### config.mk
export PLATFORM = sky130hd
export DESIGN_NAME = eeprom_i2c_top
export DESIGN_NICKNAME = d
export VERILOG_FILES = /design/src/eeprom_i2c_pkg.sv /design/src/i2c_bit_engine.sv /design/src/eeprom_seq.sv /design/src/apb_eeprom_regs.sv /design/src/eeprom_i2c_top.sv
export VERILOG_INCLUDE_DIRS = /design/src /design/src/include
export SDC_FILE = /design/constraint.sdc
export NUM_CORES = 1
export LEC_CHECK = 0
export ABC_AREA = 1
export BUFFER_PORTS_ARGS = -buffer_cell sky130_fd_sc_hd__buf_2
export CORE_UTILIZATION = 56
export DETAILED_ROUTE_END_ITERATION = 6
export PLACE_DENSITY = 0.8
export SLEW_MARGIN = 20
export SYNTH_ARGS = -nofsm -noshare
export SYNTH_HDL_FRONTEND = slang
export SYNTH_SLANG_ARGS = --single-unit
export TNS_END_PERCENT = 1
### constraint.sdc
create_clock -name CLK -period 3.9 [get_ports CLK]
set_input_delay 0 -clock CLK [delete_from_list [all_inputs] [get_ports CLK]]
set_output_delay 0 -clock CLK [all_outputs]
set_load 0.01 [all_outputs]
### src/include/eeprom_i2c_config.svh
`ifndef EEPROM_I2C_CONFIG_SVH
`define EEPROM_I2C_CONFIG_SVH

// clk cycles per quarter scl period
`define EEPROM_I2C_QDIV 4

// 2 KB part, 11-bit byte address
`define EEPROM_I2C_ADDR_W 11

`define EEPROM_I2C_DEV_CODE 4'b1010

// apb byte offsets
`define EEPROM_I2C_REG_ADDR   8'h00
`define EEPROM_I2C_REG_WDATA  8'h04
`define EEPROM_I2C_REG_CMD    8'h08
`define EEPROM_I2C_REG_RDATA  8'h0C
`define EEPROM_I2C_REG_STATUS 8'h10

`endif

### src/eeprom_i2c_pkg.sv
`default_nettype none

`include "eeprom_i2c_config.svh"

package eeprom_i2c_pkg;

    // one bus operation for the bit engine
    typedef enum logic [1:0]
    {
        COND_START = 2'd0,
        COND_STOP  = 2'd1,
        COND_WRITE = 2'd2,
        COND_READ  = 2'd3
    } i2c_cond_t;

    // software command as written to CMD
    typedef enum logic [1:0]
    {
        CMD_NONE  = 2'd0,
        CMD_WRITE = 2'd1,
        CMD_READ  = 2'd2
    } eeprom_cmd_t;

    // upper 3 bits select the 256-byte block
    typedef logic [`EEPROM_I2C_ADDR_W-1:0] eeprom_addr_t;

    typedef logic [7:0] eeprom_byte_t; // data or control byte

endpackage

`default_nettype wire

### src/i2c_bit_engine.sv
`timescale 1ns/1ps
`default_nettype none

`include "eeprom_i2c_config.svh"

module i2c_bit_engine
(
    input  logic                         CLK,
    input  logic                         RESET,
    input  logic                         op_valid,
    output logic                         op_ready,
    input  eeprom_i2c_pkg::i2c_cond_t    op,
    input  eeprom_i2c_pkg::eeprom_byte_t op_byte,
    input  logic                         op_mack,
    output logic                         res_valid,
    output eeprom_i2c_pkg::eeprom_byte_t res_byte,
    output logic                         res_nack,
    output logic                         scl,
    output logic                         sda_oe,
    input  logic                         sda_in
);
    import eeprom_i2c_pkg::*;

    localparam int QDIV = `EEPROM_I2C_QDIV;
    localparam int QW = (QDIV > 1) ? $clog2(QDIV) : 1;

    typedef enum logic [1:0] {E_IDLE, E_START, E_STOP, E_BYTE} eng_state_t;

    eng_state_t    state;
    logic [QW-1:0] qcnt;
    logic [1:0]    phase;   // quarter within the current bit
    logic [3:0]    bit_cnt; // 8 is the ack slot
    eeprom_byte_t  shreg;
    logic          rd_mode;
    logic          mack;
    logic          ack_bit;
    logic          tick;

    assign op_ready = (state == E_IDLE);
    assign tick     = (qcnt == QW'(QDIV - 1));

    // phase 0 scl low, 1-2 scl high, 3 scl low again
    always_ff @(posedge CLK)
    begin
        if (RESET)
        begin
            state     <= E_IDLE;
            qcnt      <= '0;
            phase     <= '0;
            bit_cnt   <= '0;
            rd_mode   <= 1'b0;
            mack      <= 1'b0;
            ack_bit   <= 1'b0;
            res_valid <= 1'b0;
            res_nack  <= 1'b0;
            scl       <= 1'b1;
            sda_oe    <= 1'b0;
        end
        else
        begin
            res_valid <= 1'b0;
            if (state == E_IDLE)
            begin
                qcnt    <= '0;
                phase   <= '0;
                bit_cnt <= '0;
                if (op_valid)
                begin
                    shreg   <= op_byte;
                    rd_mode <= (op == COND_READ);
                    mack    <= op_mack;
                    case (op)
                        COND_START:
                        begin
                            state  <= E_START;
                            sda_oe <= 1'b0; // release first, scl may still be low
                        end
                        COND_STOP:
                        begin
                            state  <= E_STOP;
                            scl    <= 1'b0;
                            sda_oe <= 1'b1;
                        end
                        default:
                        begin
                            state  <= E_BYTE;
                            scl    <= 1'b0;
                            sda_oe <= (op == COND_WRITE) & ~op_byte[7];
                        end
                    endcase
                end
            end
            else if (!tick)
            begin
                qcnt <= qcnt + 1'b1;
            end
            else
            begin
                qcnt  <= '0;
                phase <= phase + 1'b1;
                case (phase)
                    2'd0: scl <= 1'b1;
                    2'd1:
                    begin
                        if (state == E_START)
                            sda_oe <= 1'b1;  // sda falls with scl high
                        else if (state == E_STOP)
                            sda_oe <= 1'b0;  // sda rises with scl high
                        else if (bit_cnt == 4'd8)
                            ack_bit <= sda_in;
                        else
                            shreg <= {shreg[6:0], sda_in};
                    end
                    2'd2:
                    begin
                        if (state != E_STOP)
                            scl <= 1'b0;
                    end
                    default:
                    begin
                        if (state != E_BYTE || bit_cnt == 4'd8)
                        begin
                            state     <= E_IDLE;
                            res_valid <= 1'b1;
                            res_nack  <= (state == E_BYTE) & ack_bit;
                            if (state == E_BYTE)
                                res_byte <= shreg;
                        end
                        else
                        begin
                            bit_cnt <= bit_cnt + 1'b1;
                            if (bit_cnt == 4'd7)
                                sda_oe <= rd_mode ? ~mack : 1'b0;
                            else
                                sda_oe <= ~rd_mode & ~shreg[7];
                        end
                    end
                endcase
            end
        end
    end

endmodule

`default_nettype wire

### src/eeprom_seq.sv
`timescale 1ns/1ps
`default_nettype none

`include "eeprom_i2c_config.svh"

module eeprom_seq
(
    input  logic                         CLK,
    input  logic                         RESET,
    input  logic                         cmd_start,
    input  eeprom_i2c_pkg::eeprom_cmd_t  cmd,
    input  eeprom_i2c_pkg::eeprom_addr_t addr,
    input  eeprom_i2c_pkg::eeprom_byte_t wdata,
    output logic                         busy,
    output logic                         rdata_valid,
    output eeprom_i2c_pkg::eeprom_byte_t rdata,
    output logic                         fin,
    output logic                         nack,
    output logic                         op_valid,
    input  logic                         op_ready,
    output eeprom_i2c_pkg::i2c_cond_t    op,
    output eeprom_i2c_pkg::eeprom_byte_t op_byte,
    output logic                         op_mack,
    input  logic                         res_valid,
    input  eeprom_i2c_pkg::eeprom_byte_t res_byte,
    input  logic                         res_nack
);
    import eeprom_i2c_pkg::*;

    typedef enum logic [3:0]
    {
        S_IDLE, S_START, S_CTRL, S_ADDR, S_DATA,
        S_RESTART, S_CTRLRD, S_READ, S_STOP
    } seq_state_t;

    seq_state_t   state;
    logic         is_read;
    logic         nack_r;
    eeprom_addr_t addr_r;
    eeprom_byte_t wdata_r;
    eeprom_byte_t ctrl_wr;
    eeprom_byte_t ctrl_rd;

    // 1010, block bits, r/w
    assign ctrl_wr = {`EEPROM_I2C_DEV_CODE, addr_r[`EEPROM_I2C_ADDR_W-1:8], 1'b0};
    assign ctrl_rd = {`EEPROM_I2C_DEV_CODE, addr_r[`EEPROM_I2C_ADDR_W-1:8], 1'b1};

    assign busy    = (state != S_IDLE);
    assign fin     = (state == S_STOP) & res_valid; // done and busy move together
    assign nack    = nack_r;
    assign op_mack = (state == S_READ); // single-byte read ends with nack

    always_comb
    begin
        op      = COND_WRITE;
        op_byte = ctrl_wr;
        case (state)
            S_START, S_RESTART: op = COND_START;
            S_ADDR:   op_byte = addr_r[7:0];
            S_DATA:   op_byte = wdata_r;
            S_CTRLRD: op_byte = ctrl_rd;
            S_READ:   op = COND_READ;
            S_STOP:   op = COND_STOP;
            default: ;
        endcase
    end

    always_ff @(posedge CLK)
    begin
        if (RESET)
        begin
            state       <= S_IDLE;
            op_valid    <= 1'b0;
            is_read     <= 1'b0;
            nack_r      <= 1'b0;
            rdata_valid <= 1'b0;
        end
        else
        begin
            rdata_valid <= 1'b0;
            if (state == S_IDLE)
            begin
                if (cmd_start)
                begin
                    addr_r   <= addr;
                    wdata_r  <= wdata;
                    is_read  <= (cmd == CMD_READ);
                    nack_r   <= 1'b0;
                    state    <= S_START;
                    op_valid <= 1'b1;
                end
            end
            else
            begin
                if (op_valid && op_ready)
                    op_valid <= 1'b0;
                if (res_valid)
                begin
                    op_valid <= 1'b1; // next op right after the result
                    case (state)
                        S_START:   state <= S_CTRL;
                        S_RESTART: state <= S_CTRLRD;
                        S_READ:
                        begin
                            rdata       <= res_byte;
                            rdata_valid <= 1'b1;
                            state       <= S_STOP;
                        end
                        S_STOP:
                        begin
                            op_valid <= 1'b0;
                            state    <= S_IDLE;
                        end
                        default:
                        begin
                            // written byte, abort on nack
                            if (res_nack)
                            begin
                                nack_r <= 1'b1;
                                state  <= S_STOP;
                            end
                            else if (state == S_CTRL)
                                state <= S_ADDR;
                            else if (state == S_ADDR)
                                state <= is_read ? S_RESTART : S_DATA;
                            else if (state == S_CTRLRD)
                                state <= S_READ;
                            else
                                state <= S_STOP;
                        end
                    endcase
                end
            end
        end
    end

endmodule

`default_nettype wire

### src/apb_eeprom_regs.sv
`timescale 1ns/1ps
`default_nettype none

`include "eeprom_i2c_config.svh"

module apb_eeprom_regs
(
    input  logic                         CLK,
    input  logic                         RESET,
    input  logic                         psel,
    input  logic                         penable,
    input  logic                         pwrite,
    input  logic [7:0]                   paddr,
    input  logic [31:0]                  pwdata,
    output logic [31:0]                  prdata,
    output logic                         pready,
    output logic                         pslverr,
    output logic                         cmd_start,
    output eeprom_i2c_pkg::eeprom_cmd_t  cmd,
    output eeprom_i2c_pkg::eeprom_addr_t addr,
    output eeprom_i2c_pkg::eeprom_byte_t wdata,
    input  logic                         busy,
    input  logic                         rdata_valid,
    input  eeprom_i2c_pkg::eeprom_byte_t rdata,
    input  logic                         fin,
    input  logic                         nack
);
    import eeprom_i2c_pkg::*;

    logic         access;
    logic         wr_access;
    logic         mapped;
    logic         cmd_hit;
    logic         done;
    logic         nack_err;
    eeprom_byte_t rdata_r;

    assign access    = psel & penable;
    assign wr_access = access & pwrite;
    assign cmd_hit   = wr_access & (paddr == `EEPROM_I2C_REG_CMD);
    assign pready    = 1'b1; // never stalls

    assign cmd_start = cmd_hit & ~busy & ((pwdata == 32'd1) | (pwdata == 32'd2));
    assign cmd       = eeprom_cmd_t'(pwdata[1:0]);
    assign pslverr   = access & (~mapped | (cmd_hit & busy));

    always_comb
    begin
        mapped = 1'b1;
        case (paddr)
            `EEPROM_I2C_REG_ADDR:   prdata = {21'd0, addr};
            `EEPROM_I2C_REG_WDATA:  prdata = {24'd0, wdata};
            `EEPROM_I2C_REG_CMD:    prdata = 32'd0;
            `EEPROM_I2C_REG_RDATA:  prdata = {24'd0, rdata_r};
            `EEPROM_I2C_REG_STATUS: prdata = {29'd0, done, nack_err, busy};
            default:
            begin
                mapped = 1'b0;
                prdata = 32'd0;
            end
        endcase
    end

    always_ff @(posedge CLK)
    begin
        if (RESET)
        begin
            addr     <= '0;
            wdata    <= '0;
            rdata_r  <= '0;
            done     <= 1'b0;
            nack_err <= 1'b0;
        end
        else
        begin
            if (wr_access && paddr == `EEPROM_I2C_REG_ADDR)
                addr <= pwdata[`EEPROM_I2C_ADDR_W-1:0];
            if (wr_access && paddr == `EEPROM_I2C_REG_WDATA)
                wdata <= pwdata[7:0];
            if (rdata_valid)
                rdata_r <= rdata;
            if (cmd_start)
            begin
                done     <= 1'b0;
                nack_err <= 1'b0;
            end
            else if (fin)
            begin
                done     <= 1'b1; // sticky
                nack_err <= nack;
            end
        end
    end

endmodule

`default_nettype wire

### src/eeprom_i2c_top.sv
`timescale 1ns/1ps
`default_nettype none

module eeprom_i2c_top
(
    input  logic        CLK,
    input  logic        RESET,
    input  logic        psel,
    input  logic        penable,
    input  logic        pwrite,
    input  logic [7:0]  paddr,
    input  logic [31:0] pwdata,
    output logic [31:0] prdata,
    output logic        pready,
    output logic        pslverr,
    output logic        scl,
    output logic        sda_oe,
    input  logic        sda_in
);
    import eeprom_i2c_pkg::*;

    logic         cmd_start;
    eeprom_cmd_t  cmd;
    eeprom_addr_t addr;
    eeprom_byte_t wdata;
    logic         busy;
    logic         rdata_valid;
    eeprom_byte_t rdata;
    logic         fin;
    logic         nack;

    // sequencer to bit engine
    logic         op_valid;
    logic         op_ready;
    i2c_cond_t    op;
    eeprom_byte_t op_byte;
    logic         op_mack;
    logic         res_valid;
    eeprom_byte_t res_byte;
    logic         res_nack;

    apb_eeprom_regs u_regs
    (
        .CLK(CLK), .RESET(RESET),
        .psel(psel), .penable(penable), .pwrite(pwrite), .paddr(paddr),
        .pwdata(pwdata), .prdata(prdata), .pready(pready), .pslverr(pslverr),
        .cmd_start(cmd_start), .cmd(cmd), .addr(addr), .wdata(wdata),
        .busy(busy), .rdata_valid(rdata_valid), .rdata(rdata), .fin(fin), .nack(nack)
    );

    eeprom_seq u_seq
    (
        .CLK(CLK), .RESET(RESET),
        .cmd_start(cmd_start), .cmd(cmd), .addr(addr), .wdata(wdata),
        .busy(busy), .rdata_valid(rdata_valid), .rdata(rdata), .fin(fin), .nack(nack),
        .op_valid(op_valid), .op_ready(op_ready), .op(op), .op_byte(op_byte),
        .op_mack(op_mack), .res_valid(res_valid), .res_byte(res_byte),
        .res_nack(res_nack)
    );

    i2c_bit_engine u_engine
    (
        .CLK(CLK), .RESET(RESET),
        .op_valid(op_valid), .op_ready(op_ready), .op(op), .op_byte(op_byte),
        .op_mack(op_mack), .res_valid(res_valid), .res_byte(res_byte),
        .res_nack(res_nack), .scl(scl), .sda_oe(sda_oe), .sda_in(sda_in)
    );

endmodule

`default_nettype wire

After elaboration in Yosys (flattened, before gate mapping). Cells that the tools add are included.

Register bits after elaboration: 97. Word-level logic and storage cells: 193.

Add/subtract/negate cells: 3. Equal/unequal tests: 40. Bitwise logic cells: 28. Reductions and logical operators: 42. Mux-type cells: 54.

Operator list (count): two-way mux 8 bit (7); one-hot mux 11 bit (4 select lines) (1); == test 32 x 1 -> 1 bit (second input constant) (1); == test 32 x 2 -> 1 bit (second input constant) (1); two-way mux 4 bit (7); two-way mux 1 bit (27); one-hot mux 8 bit (3 select lines) (1); == test 4 x 3 -> 1 bit (second input constant) (5); == test 8 x 4 -> 1 bit (second input constant) (2); one-hot mux 4 bit (4 select lines) (1); AND reduction 4 bit (4); inverter 1 bit (15); == test 2 bit (second input constant) (7); != test 2 bit (second input constant) (7); AND reduction 6 bit (2); AND 1 bit (11); two-way mux 2 bit (5); AND reduction 5 bit (2); nonzero test 2 bit (5); OR reduction 3 bit (3); == test 4 x 2 -> 1 bit (second input constant) (2); == test 4 bit (second input constant) (2); == test 8 x 3 -> 1 bit (second input constant) (1); == test 8 x 5 -> 1 bit (second input constant) (1); other kinds (26) (47).

Depth between registers and ports, before layout.
Depth after elaboration: 8. Depth in mapped cells: 10. Depth with buffers taken out: 10.

Modules after synthesis. A second synthesis with hierarchy kept.

Cells, all modules: 567. Area, all modules: 4747.1 um2.

Modules (own cells, without submodules): apb_eeprom_regs (instances 1, cells each 262, sequential area each 580.6 um2, area an instance 1729.2 um2); i2c_bit_engine (instances 1, cells each 176, sequential area each 820.8 um2, area an instance 1577.8 um2); eeprom_seq (instances 1, cells each 129, sequential area each 970.9 um2, area an instance 1440.1 um2).

Least setup slack after synthesis. Ideal clock, no wire load.

Kind: reg2reg. Start point: reg u_engine.qcnt[0]. End point: reg u_engine.shreg[0] (enable). Path slack: 1213 ps. Cell stages (with the launch flop): 6. Required time: 3481 ps. Buffers on the path: 0. Period minus slack after synthesis: 2687 ps. Setup time: 419 ps. Arrival time: 2268 ps. Path through: dfxtp_1 -> ha_1 -> inv_1 -> o21ai_1 -> inv_1 -> a2111oi_0.

Longest elaborated chain between the ends: 3.

Ends and longest elaborated chain: start: declaration (line i2c_bit_engine.sv:30) `logic [QW-1:0] qcnt;`; start signal: assignment (line i2c_bit_engine.sv:95) `qcnt <= qcnt + 1'b1;`; == test 2 bit (line i2c_bit_engine.sv:40) `assign tick = (qcnt == QW'(QDIV - 1));`; nonzero test 2 bit (no line); AND reduction 7 bit (no line); end signal: assignment (line i2c_bit_engine.sv:69) `shreg <= op_byte;`; end signal: assignment (line i2c_bit_engine.sv:112) `shreg <= {shreg[6:0], sda_in};`; end: declaration (line i2c_bit_engine.sv:33) `eeprom_byte_t shreg;`.

Every way passes these cells. A chain may end at the register's enable or synchronous reset.

Worst setup path in the final report.
Start point: reg u_engine.state[0]. End point: reg u_engine.shreg[7] (enable).

Longest elaborated chain between the ends: 3.

Ends and longest elaborated chain: start: declaration (line i2c_bit_engine.sv:29) `eng_state_t state;`; start signal: assignment (line i2c_bit_engine.sv:47) `state <= E_IDLE;`; start signal: assignment (line i2c_bit_engine.sv:75) `state <= E_START;`; start signal: assignment (line i2c_bit_engine.sv:80) `state <= E_STOP;`; == test 2 x 1 -> 1 bit (tied with other cells) (line i2c_bit_engine.sv:105) `if (state == E_START)`; != test 2 bit (no line) (tied with other cells); AND reduction 7 bit (no line) *.

Every way passes the cells marked *; elsewhere a longest branch is shown, timed or not.

==> qor.yml <==
power_density_nw_per_um2: 344
core_area_um2: 7730
cp_slowest_cell: "a2111oi_2"
max_cap_viol_count: 0
start_kind: "register"
synth-seq-cells: 97
arrival_ns: 2.47
syn_inst: 523
vias: 3633
pwr-share-clk: 0.363
htreeDepth: 3
async_flop_share: 0
place_congestion: 0.871
syn-mean-instance-area_um2: 8.59
yosys.cell_count.top_type: "nand2_1"
die_x_um: 91.6
synth_area_um2: 4490
cts.sinks: 97
setup_tns_ns: 0
fin_worst_skew_ns: 0.0130
grt_pass1_vias: 3454
synth_cell_types: 40
clk_pin_slew_worst_paths_ns: 0.11
nNetsFinal: 650
crit_path_cell_trace: "nor2_4, nand2_1, o21ai_1, inv_1, a2111oi_2"
synth-warning-count: 0
synth_top_area_cell: "edfxtp_1"
ios: 82
swShare: 0.244
routed_wl_mm: 9.72
status: "complete, no violations"
synth_edf_count: 43
netlist.area_leader.share: 0.288
cp_max_fo: 25
ys.flop_type: "dfxtp_1"
antenna_found_initial: 0
rsz0062_at_grt: "false"
setup_viol: 0
fin_util: 0.664
dr.pass1.iters: 5
slew-limit-headroom: 0.289
areaGrowthSynthToFinish_pct: 14.3
p_sw_mw: 0.430
power_frac_seq: 0.596
drive_above_1_share: 0.183
report.final.slew_viol_count: 0
yosys-top-cells-count: "nand2_1 (101), nor2_1 (61), dfxtp_1 (54), inv_1 (48), edfxtp_1 (43)"
cts_root_buf: "clkbuf_8"
yosysSeqAreaShare: 0.528
worst_slew_pin_slew_ns: 1.06
track_usage: 0.247
peakVddDrop_mv: 0.178
period_minus_slack_ns: 2.46
clockBufferDepth: 2
antenna_left: 0
overflow: 0
power_mw: 1.76
hold_path.class: "input pin to register"
crit_family: "compound AO/OA/AOI/OAI gates"
num_rows: 32
crit_type: "register to register"
hold_viol: 0
required_ns: 3.90
diodes: 0
drt_iter0_markers: 179
avgViaCountPerCell: 5.16
p_leak_nw: 2.24
drc: 0
grt_max_degree: 39
crit_buf_inv: 1
cts_tree: "built"
ys_top_cells_by_area: "edfxtp_1 (29%), dfxtp_1 (24%), nand2_1 (8.4%)"
wl_per_cell_um: 13.8
grt_pass1_wl_mm: 16.0
die_area_um2: 8380
cts_setup_buffers: 0
p_int_mw: 1.33
initial_core_util: 0.581
hpwl_mm: 7.06
io_buffers: 59
fin_crit_sh: 0.632
crit_path_max_incr_delay_ns: 0.76
worstSkewPairLatency_ns: 0.38
end_kind: "register"
die_y_um: 91.6
cts-buffers-inserted: 9
max_freq_mhz: 406
pwr-share-comb: 0.042
-- metal layers --
| metal | part of all wire | GRT usage | vias to the layer above |
|---|---|---|---|
| met5 | 0 | 0 | - |
| met4 | 0.014 | 0.0860 | 0 |
| li1 | - | - | 1842 |
| met2 | 0.47 | 0.420 | 141 |
| met1 | 0.45 | 0.313 | 1637 |
| met3 | 0.064 | 0.0494 | 13 |
-- worst paths after layout --
path / slack [ns] / end / cells past startpoint / from
max reg2reg: 1.44 / u_engine.shreg[7]$_DFFE_PP_ / 5 / u_engine.state[0]$_SDFFE_PP0P_
max: 1.44 / u_engine.shreg[7]$_DFFE_PP_ / 5 / u_engine.state[0]$_SDFFE_PP0P_
min: 0.14 / u_regs.wdata[4]$_SDFFE_PP0P_ / 5 / paddr[0]
min reg2reg: 0.43 / u_seq.rdata[0]$_DFFE_PP_ / 0 / u_engine.res_byte[0]$_DFFE_PP_
-- per-stage QoR --
stage / hold WS [ns] / area (um^2) / cells / setup slack [ns]
6_report: 0.136 / 5130 / 704 / 1.44
5_1_grt: 0.162 / 5130 / 704 / 1.17
4_1_cts: 0.131 / 5130 / 704 / 1.43
3_5_place_dp: 0.277 / 4790 / 674 / 1.47
3_3_place_gp: 0.269 / 4790 / 674 / 1.55
2_1_floorplan: 0.0909 / 4570 / 543 / 1.21
-- cells in the final DEF, fill, tap and decap left out, types with 2 or more instances in the layout --
cell,instances
a21oi_1,36
a22o_1,2
a41oi_1,3
buf_2,59
clkbuf_8,9
conb_1,22
dfxtp_1,54
dlygate4sd3_1,14
edfxtp_1,43
ha_1,7
inv_1,48
inv_2,11
inv_6,2
inv_8,2
nand2_1,101
nand2_2,3
nand3_1,33
nand4_1,4
nor2_1,61
nor2_2,7
nor2_4,7
nor3_1,6
nor4_1,2
o2111ai_1,3
o21ai_0,37
o21ai_1,5
-- sequential cells by signal, summed over array words and instances (netlist names), 2 cells and up --
signal / count
u_regs.addr: 11
u_seq.addr_r: 11
u_engine.res_byte: 8
u_engine.shreg: 8
u_regs.rdata_r: 8
u_regs.wdata: 8
u_seq.rdata: 8
u_seq.wdata_r: 8
u_engine.bit_cnt: 4
u_seq.state: 4
u_engine.phase: 2
u_engine.qcnt: 2
u_engine.state: 2
-- power groups by stage --
stage / Clock (mW) / Combinational [mW] / Sequential, mW
final: 0.640 / 0.0733 / 1.05
after global routing: 0.687 / 0.0816 / 1.05
after CTS: 0.649 / 0.0711 / 1.05
after detailed placement: 0 / 0.0613 / 1.07
after global placement: 0 / 0.0602 / 1.07
after floorplan: 0 / 0.0489 / 1.07
-- worst reg2reg max path, cell delays in order (launching register included) --
cell	delay, ns
dfxtp_1	0.37
nor2_4	0.45
nand2_1	0.21
o21ai_1	0.20
inv_1	0.10
a2111oi_2	0.76
-- logic make-up (layout without fill, tap and decap cells) --
kind of cell	after synthesis	count (layout)	synth area share
AOI/OAI and AO/OA	93	93	0.116
xor gates and xnor gates	1	1	0.00195
adders and majority gates	7	7	0.0195
buffers and inverters	90	149	0.0961
DFF	97	97	0.528
other	2	22	0.00167
and+or+nand+nor	233	233	0.237
-- final cells by class --
cell class	instances	area, um^2
Multi-Input combinational cell	356	1770
Timing Repair Buffer	74	443
Clock buffer	9	124
Clock inverter	7	72.6
Tap cell	102	128
Sequential cell	97	2370
Inverter	59	221
Fill cell	642	2590
-- timing repair --
item | 4_1_cts | 5_1_grt
hold endpoints to repair | 24 | 0
gates resized for setup | 0 | 0
hold buffers | 14 | 0
setup endpoints to repair | 0 | 0
(Power assumes the default switching activity.)
